[src/mmio_defs.svh]
// Shared sizing and response codes for the MMIO command bridge.
// Queue depth must be a power of two; it is set through its log2.
// The register count must also be a power of two so that the word
// index is a plain bit slice of the byte address.
// Response codes follow the usual AXI encoding.

`ifndef MMIO_DEFS_SVH
`define MMIO_DEFS_SVH

// Log2 of the command queue depth.
`define MMIO_FIFO_AW 2

// Command queue depth in entries.
`define MMIO_FIFO_DEPTH (1 << `MMIO_FIFO_AW)

// Number of 64-bit registers in the slave bank.
`define MMIO_REG_COUNT 16

// Requests allowed in flight per direction from issue to response.
`define MMIO_MAX_OUT 4

// OKAY response.
`define MMIO_RESP_OKAY 2'd0

// SLVERR response for misaligned or unmapped addresses.
`define MMIO_RESP_SLVERR 2'd2

`endif

[src/mmio_pkg.sv]
// Types shared by the MMIO command bridge.
// Addresses are 32-bit byte addresses and data is one 64-bit word.
// Write strobes and protection bits are not carried.

`include "mmio_defs.svh"

package mmio_pkg;

  // Byte address on the AXI-lite channels.
  typedef logic [31:0] mmio_addr_t;

  // One register word.
  typedef logic [63:0] mmio_data_t;

  // AXI response code.
  typedef logic [1:0] mmio_resp_t;

  // Word index into the register bank.
  typedef logic [$clog2(`MMIO_REG_COUNT)-1:0] mmio_idx_t;

  // Host command as it sits in the queue.
  // Data is ignored for reads.
  typedef struct packed {
    logic       wr;
    mmio_addr_t addr;
    mmio_data_t data;
  } mmio_cmd_t;

  // Result of one request; data is zero for writes.
  typedef struct packed {
    mmio_data_t data;
    mmio_resp_t resp;
  } mmio_rsp_t;

  // Read-address channel payload.
  typedef struct packed {
    mmio_addr_t addr;
  } mmio_ar_t;

  // Write-address channel payload.
  typedef struct packed {
    mmio_addr_t addr;
  } mmio_aw_t;

  // Write-data channel payload.
  typedef struct packed {
    mmio_data_t data;
  } mmio_w_t;

  // Read-data channel payload.
  typedef struct packed {
    mmio_data_t data;
    mmio_resp_t resp;
  } mmio_r_t;

  // Write-response channel payload.
  typedef struct packed {
    mmio_resp_t resp;
  } mmio_b_t;

  // Slave channel state; RESP means the response register is full.
  typedef enum logic {
    IDLE = 1'b0,
    RESP = 1'b1
  } slave_state_e;

endpackage

[src/mmio_axil_master.sv]
// AXI-lite master that drains the command queue in order.
// One command issues per cycle at most; a command waits at the head while
// its direction still has an address pending or is at the outstanding limit.
// rready and bready are tied high, so responses are never back-pressured.
// Results come back as one-cycle pulses, one cycle after rvalid or bvalid.

`timescale 1ns/1ns

`include "mmio_defs.svh"

module mmio_axil_master (
  input  logic                clk,
  input  logic                rst,

  // Queue head.
  input  mmio_pkg::mmio_cmd_t head,
  input  logic                empty,
  output logic                pop,

  // Read address.
  output logic                arvalid,
  input  logic                arready,
  output mmio_pkg::mmio_ar_t  ar,

  // Read data.
  input  logic                rvalid,
  output logic                rready,
  input  mmio_pkg::mmio_r_t   r,

  // Write address and data.
  output logic                awvalid,
  input  logic                awready,
  output mmio_pkg::mmio_aw_t  aw,
  output logic                wvalid,
  input  logic                wready,
  output mmio_pkg::mmio_w_t   w,

  // Write response.
  input  logic                bvalid,
  output logic                bready,
  input  mmio_pkg::mmio_b_t   b,

  // Host results.
  output logic                rd_rsp_valid,
  output mmio_pkg::mmio_rsp_t rd_rsp,
  output logic                wr_rsp_valid,
  output mmio_pkg::mmio_rsp_t wr_rsp
);

  // Counter must hold MAX_OUT itself.
  localparam int CNT_W = $clog2(`MMIO_MAX_OUT + 1);

  logic [CNT_W-1:0] rd_out;
  logic [CNT_W-1:0] wr_out;

  // Direction free to take a new command.
  logic rd_free;
  logic wr_free;

  // At most one issue strobe per cycle.
  logic issue_rd;
  logic issue_wr;

  // Channel handshakes.
  logic r_fire;
  logic b_fire;

  // Responses are always accepted.
  assign rready = 1'b1;
  assign bready = 1'b1;

  assign r_fire = rvalid && rready;
  assign b_fire = bvalid && bready;

  assign rd_free = !arvalid && (rd_out < CNT_W'(`MMIO_MAX_OUT));
  assign wr_free = !awvalid && !wvalid && (wr_out < CNT_W'(`MMIO_MAX_OUT));

  // Head pops only when its own direction is free.
  assign pop      = !empty && (head.wr ? wr_free : rd_free);
  assign issue_rd = pop && !head.wr;
  assign issue_wr = pop && head.wr;

  // Read address valid drops on its handshake.
  always_ff @(posedge clk) begin
    if (rst) begin
      arvalid <= 1'b0;
    end else if (issue_rd) begin
      arvalid <= 1'b1;
    end else if (arvalid && arready) begin
      arvalid <= 1'b0;
    end
  end

  // Write address and data go out together but may be taken separately.
  always_ff @(posedge clk) begin
    if (rst) begin
      awvalid <= 1'b0;
      wvalid  <= 1'b0;
    end else if (issue_wr) begin
      awvalid <= 1'b1;
      wvalid  <= 1'b1;
    end else begin
      if (awvalid && awready) begin
        awvalid <= 1'b0;
      end
      if (wvalid && wready) begin
        wvalid <= 1'b0;
      end
    end
  end

  // Channel payloads hold until the next issue.
  always_ff @(posedge clk) begin
    if (issue_rd) begin
      ar.addr <= head.addr;
    end
    if (issue_wr) begin
      aw.addr <= head.addr;
      w.data  <= head.data;
    end
  end

  // Outstanding counts rise on issue and fall on response.
  always_ff @(posedge clk) begin
    if (rst) begin
      rd_out <= '0;
      wr_out <= '0;
    end else begin
      case ({issue_rd, r_fire})
        2'b10:   rd_out <= rd_out + 1'b1;
        2'b01:   rd_out <= rd_out - 1'b1;
        default: rd_out <= rd_out;
      endcase
      case ({issue_wr, b_fire})
        2'b10:   wr_out <= wr_out + 1'b1;
        2'b01:   wr_out <= wr_out - 1'b1;
        default: wr_out <= wr_out;
      endcase
    end
  end

  // Host pulses.
  always_ff @(posedge clk) begin
    if (rst) begin
      rd_rsp_valid <= 1'b0;
      wr_rsp_valid <= 1'b0;
    end else begin
      rd_rsp_valid <= r_fire;
      wr_rsp_valid <= b_fire;
    end
  end

  // Result payloads. Writes report zero data.
  always_ff @(posedge clk) begin
    if (r_fire) begin
      rd_rsp.data <= r.data;
      rd_rsp.resp <= r.resp;
    end
    if (b_fire) begin
      wr_rsp.data <= '0;
      wr_rsp.resp <= b.resp;
    end
  end

endmodule

[src/mmio_cmd_fifo.sv]
// Circular command queue between the host and the AXI-lite master.
// A push while full is dropped, and a pop while empty is ignored.
// Head is read combinationally from storage.
// Push and pop may happen in the same cycle.

`timescale 1ns/1ns

`include "mmio_defs.svh"

module mmio_cmd_fifo (
  input  logic                clk,
  input  logic                rst,
  input  logic                push,
  input  mmio_pkg::mmio_cmd_t push_cmd,
  input  logic                pop,
  output mmio_pkg::mmio_cmd_t head,
  output logic                empty,
  output logic                full
);

  // Pointers carry one extra wrap bit above the index.
  localparam int PTR_W = `MMIO_FIFO_AW + 1;

  // Command storage.
  mmio_pkg::mmio_cmd_t mem [`MMIO_FIFO_DEPTH];

  logic [PTR_W-1:0] wr_ptr;
  logic [PTR_W-1:0] rd_ptr;

  // Accepted push and pop for this cycle.
  logic do_push;
  logic do_pop;

  assign do_push = push && !full;
  assign do_pop  = pop && !empty;

  // Equal pointers mean empty.
  assign empty = (wr_ptr == rd_ptr);

  // Same index with opposite wrap bits means full.
  assign full = (wr_ptr[PTR_W-1] != rd_ptr[PTR_W-1]) &&
                (wr_ptr[PTR_W-2:0] == rd_ptr[PTR_W-2:0]);

  // Oldest entry.
  assign head = mem[rd_ptr[PTR_W-2:0]];

  // Pointer updates.
  always_ff @(posedge clk) begin
    if (rst) begin
      wr_ptr <= '0;
      rd_ptr <= '0;
    end else begin
      if (do_push) begin
        wr_ptr <= wr_ptr + 1'b1;
      end
      if (do_pop) begin
        rd_ptr <= rd_ptr + 1'b1;
      end
    end
  end

  // Storage write at the tail.
  always_ff @(posedge clk) begin
    if (do_push) begin
      mem[wr_ptr[PTR_W-2:0]] <= push_cmd;
    end
  end

endmodule

[src/mmio_reg_slave.sv]
// AXI-lite register bank of 64-bit words at 8-byte spacing from address 0.
// Misaligned or unmapped addresses get SLVERR; bad writes change nothing.
// awready and wready rise together and only when both valids are present.
// Each response is registered and held until taken.

`timescale 1ns/1ns

`include "mmio_defs.svh"

module mmio_reg_slave (
  input  logic               clk,
  input  logic               rst,

  // Read address.
  input  logic               arvalid,
  output logic               arready,
  input  mmio_pkg::mmio_ar_t ar,

  // Read data.
  output logic               rvalid,
  input  logic               rready,
  output mmio_pkg::mmio_r_t  r,

  // Write address and data.
  input  logic               awvalid,
  output logic               awready,
  input  mmio_pkg::mmio_aw_t aw,
  input  logic               wvalid,
  output logic               wready,
  input  mmio_pkg::mmio_w_t  w,

  // Write response.
  output logic               bvalid,
  input  logic               bready,
  output mmio_pkg::mmio_b_t  b
);

  // Width of the word index.
  localparam int IDX_W = $bits(mmio_pkg::mmio_idx_t);

  // Register storage.
  mmio_pkg::mmio_data_t regs [`MMIO_REG_COUNT];

  mmio_pkg::slave_state_e rd_state;
  mmio_pkg::slave_state_e wr_state;

  logic ar_fire;
  logic wr_fire;

  logic rd_ok;
  logic wr_ok;

  mmio_pkg::mmio_idx_t rd_idx;
  mmio_pkg::mmio_idx_t wr_idx;

  // Aligned and inside the bank.
  function automatic logic addr_ok(mmio_pkg::mmio_addr_t addr);
    return (addr[2:0] == 3'b000) && (addr[31:3] < 29'(`MMIO_REG_COUNT));
  endfunction

  assign rd_ok  = addr_ok(ar.addr);
  assign wr_ok  = addr_ok(aw.addr);
  assign rd_idx = ar.addr[3 +: IDX_W];
  assign wr_idx = aw.addr[3 +: IDX_W];

  // Valid mirrors a full response register.
  assign rvalid = (rd_state == mmio_pkg::RESP);
  assign bvalid = (wr_state == mmio_pkg::RESP);

  // Ready while the response register is empty or being drained.
  assign arready = !rvalid || rready;
  assign awready = awvalid && wvalid && (!bvalid || bready);
  assign wready  = awready;

  assign ar_fire = arvalid && arready;
  assign wr_fire = awvalid && awready;

  // Read channel state.
  always_ff @(posedge clk) begin
    if (rst) begin
      rd_state <= mmio_pkg::IDLE;
    end else if (ar_fire) begin
      rd_state <= mmio_pkg::RESP;
    end else if (rvalid && rready) begin
      rd_state <= mmio_pkg::IDLE;
    end
  end

  // Write channel state.
  always_ff @(posedge clk) begin
    if (rst) begin
      wr_state <= mmio_pkg::IDLE;
    end else if (wr_fire) begin
      wr_state <= mmio_pkg::RESP;
    end else if (bvalid && bready) begin
      wr_state <= mmio_pkg::IDLE;
    end
  end

  // Read response payload. Bad reads return zero data.
  always_ff @(posedge clk) begin
    if (ar_fire) begin
      r.data <= rd_ok ? regs[rd_idx] : '0;
      r.resp <= rd_ok ? `MMIO_RESP_OKAY : `MMIO_RESP_SLVERR;
    end
  end

  // Write response payload.
  always_ff @(posedge clk) begin
    if (wr_fire) begin
      b.resp <= wr_ok ? `MMIO_RESP_OKAY : `MMIO_RESP_SLVERR;
    end
  end

  // Register bank is cleared on reset and written at acceptance.
  always_ff @(posedge clk) begin
    if (rst) begin
      for (int i = 0; i < `MMIO_REG_COUNT; i++) begin
        regs[i] <= '0;
      end
    end else if (wr_fire && wr_ok) begin
      regs[wr_idx] <= w.data;
    end
  end

endmodule

[src/mmio_subsystem_top.sv]
// MMIO command bridge: host queue, AXI-lite master and register bank.
// The host must not push while cmd_full is high; such pushes are dropped.
// Read and write results are one-cycle pulses and may coincide.

`timescale 1ns/1ns

module mmio_subsystem_top (
  input  logic                clk,
  input  logic                rst,
  input  logic                cmd_push,
  input  mmio_pkg::mmio_cmd_t cmd,
  output logic                cmd_full,
  output logic                rd_rsp_valid,
  output mmio_pkg::mmio_rsp_t rd_rsp,
  output logic                wr_rsp_valid,
  output mmio_pkg::mmio_rsp_t wr_rsp
);

  // Queue to master.
  mmio_pkg::mmio_cmd_t head;
  logic                empty;
  logic                pop;

  // AXI-lite channels.
  logic                arvalid;
  logic                arready;
  mmio_pkg::mmio_ar_t  ar;
  logic                rvalid;
  logic                rready;
  mmio_pkg::mmio_r_t   r;
  logic                awvalid;
  logic                awready;
  mmio_pkg::mmio_aw_t  aw;
  logic                wvalid;
  logic                wready;
  mmio_pkg::mmio_w_t   w;
  logic                bvalid;
  logic                bready;
  mmio_pkg::mmio_b_t   b;

  mmio_cmd_fifo u_fifo (
    .clk      (clk),
    .rst      (rst),
    .push     (cmd_push),
    .push_cmd (cmd),
    .pop      (pop),
    .head     (head),
    .empty    (empty),
    .full     (cmd_full)
  );

  mmio_axil_master u_master (
    .clk          (clk),
    .rst          (rst),
    .head         (head),
    .empty        (empty),
    .pop          (pop),
    .arvalid      (arvalid),
    .arready      (arready),
    .ar           (ar),
    .rvalid       (rvalid),
    .rready       (rready),
    .r            (r),
    .awvalid      (awvalid),
    .awready      (awready),
    .aw           (aw),
    .wvalid       (wvalid),
    .wready       (wready),
    .w            (w),
    .bvalid       (bvalid),
    .bready       (bready),
    .b            (b),
    .rd_rsp_valid (rd_rsp_valid),
    .rd_rsp       (rd_rsp),
    .wr_rsp_valid (wr_rsp_valid),
    .wr_rsp       (wr_rsp)
  );

  mmio_reg_slave u_slave (
    .clk     (clk),
    .rst     (rst),
    .arvalid (arvalid),
    .arready (arready),
    .ar      (ar),
    .rvalid  (rvalid),
    .rready  (rready),
    .r       (r),
    .awvalid (awvalid),
    .awready (awready),
    .aw      (aw),
    .wvalid  (wvalid),
    .wready  (wready),
    .w       (w),
    .bvalid  (bvalid),
    .bready  (bready),
    .b       (b)
  );

endmodule

[config.mk]
export PLATFORM = sky130hd
export DESIGN_NAME = mmio_subsystem_top
export DESIGN_NICKNAME = d
export VERILOG_FILES = /design/src/mmio_pkg.sv /design/src/mmio_axil_master.sv /design/src/mmio_cmd_fifo.sv /design/src/mmio_reg_slave.sv /design/src/mmio_subsystem_top.sv
export VERILOG_INCLUDE_DIRS = /design/src
export SDC_FILE = /design/constraint.sdc
export NUM_CORES = 2
export LEC_CHECK = 0
export BUFFER_PORTS_ARGS = -buffer_cell sky130_fd_sc_hd__clkbuf_2
export CAP_MARGIN = 40
export CORE_MARGIN = 4
export CORE_UTILIZATION = 60
export CTS_CLUSTER_SIZE = 40
export DETAILED_ROUTE_END_ITERATION = 8
export GPL_ROUTABILITY_DRIVEN = 0
export HOLD_SLACK_MARGIN = 0.12
export PLACE_DENSITY_LB_ADDON = 0.12
export SETUP_SLACK_MARGIN = 0.5
export SLEW_MARGIN = 30
export SYNTH_ARGS = -nofsm -noshare
export SYNTH_HDL_FRONTEND = slang
export SYNTH_SLANG_ARGS = --single-unit
[constraint.sdc]
create_clock -name clk -period 8.6 [get_ports clk]
set_clock_uncertainty 0.2 [all_clocks]
set_input_delay 1.72 -clock clk [delete_from_list [all_inputs] [get_ports clk]]
set_output_delay 1.72 -clock clk [all_outputs]
set_load 0.005 [all_outputs]
==> out/qor.csv <==
metric,value,unit
final_antenna_net_count,0,
nets,4203,
die_h,347,um
worstSetupPathDepth,7,
ys.flop_type,edfxtp_1,
peakVddDrop,268,uV
reg2regPathDepth,7,
numCtsBuffers,168,
synthCells,4008,
holdBufCountCts,0,
crit_buf_inv,4,
synth_cell_types,39,
grt_pass1_wl,245000,um
drv_cap,0,
r2r-end,u_slave.regs[6][57]$_SDFFCE_PN0P_,
cp-startpoint,rst,
core-area,114000,sq um
die_x,347,um
wl_per_cell,28.3,um
drt_iter0_drc,4272,
ys_top_cells_by_count,"edfxtp_1, nor3_1, mux4_2",
wirelength,163000,um
crit_top_cell,buf_12,
rr_startpoint,u_master.aw[22]$_DFFE_PP_,
antenna_found_initial,0,
first_global_vias,38800,
synth_area_leader_cell,edfxtp_1,
dpl.hpwl,90200,um
fin_crit_sh,51.0,%
ys_seq_area_share,73.5,%
grt_overflow,0,
fin_crit,4.39,ns
hp-class,flip-flop to flip-flop,
grt_max_degree,197,
finalPower,0.0229,W
io_pins,235,
synth_area_leaders,"edfxtp_1, mux4_2, nor3_1",
critPathArrivalTime,4.65,ns
power.leakage,24.6,nW
use_met2,44.0,%
worst_skew_pair.late_latency,0.77,ns
layout-drive-gt1-share,21.2,%
synth_area,68800,sq um
slew_violations,0,
clockBufferDepth,3,
cp-end-kind,flip-flop,
cts-htree-levels,4,
rows,124,
n_antenna_cell,0,
critPathKind,input port to flip-flop,
fill_cells,7730,
clock_sinks,1692,
crit_family,buffers and inverters,
worst_pin_slew,1.03,ns
drc,0,
ys_warn_count,0,
powerDensity,300,nW/um^2
ys_ff_latch,1692,
critical_path.cell_chain,"clkbuf_2, nor2b_1, nand4_4, buf_12, o21ai_4, buf_4, buf_12",
dieArea,120000,sq um
cpPeakStageDelay,0.64,ns
synthToLayoutAreaGrowth,11.0,%
required,8.86,ns
drt_first_pass_iters,5,
use_met1,38.6,%
cp_max_fo,39,
cts_tree,done,
clk_pin_slew,0.06,ns
synth-edff-count,1672,
endpoint,u_slave.regs[6][57]$_SDFFCE_PN0P_,
io_buffers,168,
vias,37700,
post-cts-setup-buffers,0,
maxSlewHeadroom,31.3,%
holdWs,0.214,ns
r2r_setup_slack,4.63,ns
setup_viol,0,
fmax,228,MHz
avgSynthCellArea,17.2,sq um
cp_slowest_cell,buf_4,
hold_violations,0,
viasPerCell,6.57,
grtUsageTotal,27.2,%
status,"finished, final reports clean",
rsz0062_at_grt,no,
start_util,60.3,%
start_kind,input port,
cts_root_buffer,clkbuf_16,
met3_usage,4.82,%
cts_resized,0,
grt-busiest-layer,met2,
tns,0,ns
async_flop_share,0,%
synthMostInstantiatedCell,edfxtp_1,
synth_top_area_share,72.9,%
==> worst register-to-register path, cell delays in order, from the launching register on <==
cell and delay, ns:
edfxtp_1 0.37, nor4_1 0.47, and4_1 0.47, nand4_4 0.30
buf_12 0.28, o21ai_4 0.62, buf_4 0.64, buf_12 0.29
==> where the power goes <==
group          internal [W]  total (W)  switching [W]  leakage (nW)
sequential          0.00998     0.0104       0.000465          16.7
clock               0.00388    0.00692        0.00304          2.51
combinational       0.00184    0.00556        0.00372          5.35
total                0.0157     0.0229        0.00723          24.6
==> layout make-up <==
type | count | area [sq um] | share of cell area [%]
sequential | 1692 | 50600 | 66.3
multi-input combinational | 1879 | 16200 | 21.2
clock buffer | 207 | 4350 | 5.69
timing repair buffer | 276 | 2240 | 2.93
tap | 1512 | 1890 | 2.48
clock inverter | 93 | 802 | 1.05
inverter | 77 | 295 | 0.387
==> metal layers <==
metal  vias up  wire, um
li1      16100         -
met1     19400     63000
met2      1902     80300
met3       277     14900
met4         0      4400
met5         -         0
==> kinds of logic (layout without fill, tap and decap cells) <==
logic type	Yosys count	in the layout	share of synthesized area [%]
and+or+nand+nor	1220	1220	8.71
xor gates and xnor gates	9	9	0.115
adders and majority gates	9	9	0.185
AOI/OAI and AO/OA	216	216	2.07
DFF	1692	1692	73.5
buffers and inverters	502	653	3.76
muxes	359	359	11.6
other	1	66	0.00545
==> state kept, by name, indices dropped and copies added, names as in the netlist, named ones only <==
name	flops
u_master.wr_rsp_valid	1
u_slave.rvalid	1
u_master.w	64
u_slave.bvalid	1
u_fifo.rd_ptr	3
u_master.rd_rsp	65
u_master.rd_out	3
u_master.wr_out	3
u_slave.r	65
u_slave.b	1
u_fifo.mem	388
u_master.ar	32
u_slave.regs	1024
u_fifo.wr_ptr	3
u_master.aw	32
u_master.wvalid	1
u_master.wr_rsp	1
u_master.rd_rsp_valid	1
u_master.arvalid	1
==> worst min path at each step <==
| stage | cells past startpoint | start | slack (ns) | end |
|---|---|---|---|---|
| 2_1_floorplan | 0 | u_slave.r[10]$_SDFFCE_PN0P_ | 0.20 | u_master.rd_rsp[10]$_DFFE_PP_ |
| 3_3_place_gp | 0 | u_slave.r[15]$_SDFFCE_PN0P_ | 0.20 | u_master.rd_rsp[15]$_DFFE_PP_ |
| 3_5_place_dp | 0 | u_slave.r[14]$_SDFFCE_PN0P_ | 0.20 | u_master.rd_rsp[14]$_DFFE_PP_ |
| 4_1_cts | 0 | u_slave.r[24]$_SDFFCE_PN0P_ | 0.22 | u_master.rd_rsp[24]$_DFFE_PP_ |
| 5_1_grt | 0 | u_slave.r[55]$_SDFFCE_PN0P_ | 0.22 | u_master.rd_rsp[55]$_DFFE_PP_ |
| 6_report | 0 | u_slave.r[29]$_SDFFCE_PN0P_ | 0.21 | u_master.rd_rsp[29]$_DFFE_PP_ |
==> cells in the final DEF (no fill, tap or decap), drive strengths merged, types with 3 or more instances in the layout <==
cell type     n
o31ai         9
nor2b         9
o21ai        10
buf         108
clkinvlp      5
mux2i         3
nor4         14
nand2       134
mux4        353
nor2         18
clkbuf      375
nand2b        3
bufinv        9
mux2          3
dfxtp        20
ha            7
clkinv       71
a21oi        68
xor2          7
inv          85
and2          4
nor3       1025
conb         66
a22oi       128
edfxtp     1672
==> per-stage QoR <==
stage / area, sq um / utilization [%] / setup slack (ns) / cells
floorplan: 69100 / - / 0.701 / 4073
CTS: 76200 / 66.7 / 3.76 / 5726
detailed placement: 71000 / 62.2 / 2.93 / 5426
finish: 76400 / 66.9 / 4.21 / 5736
global route: 76400 / 66.9 / 4.05 / 5736
global placement: 70500 / 61.7 / 2.94 / 5404
Note: power is estimated with default switching activity, not from simulation.
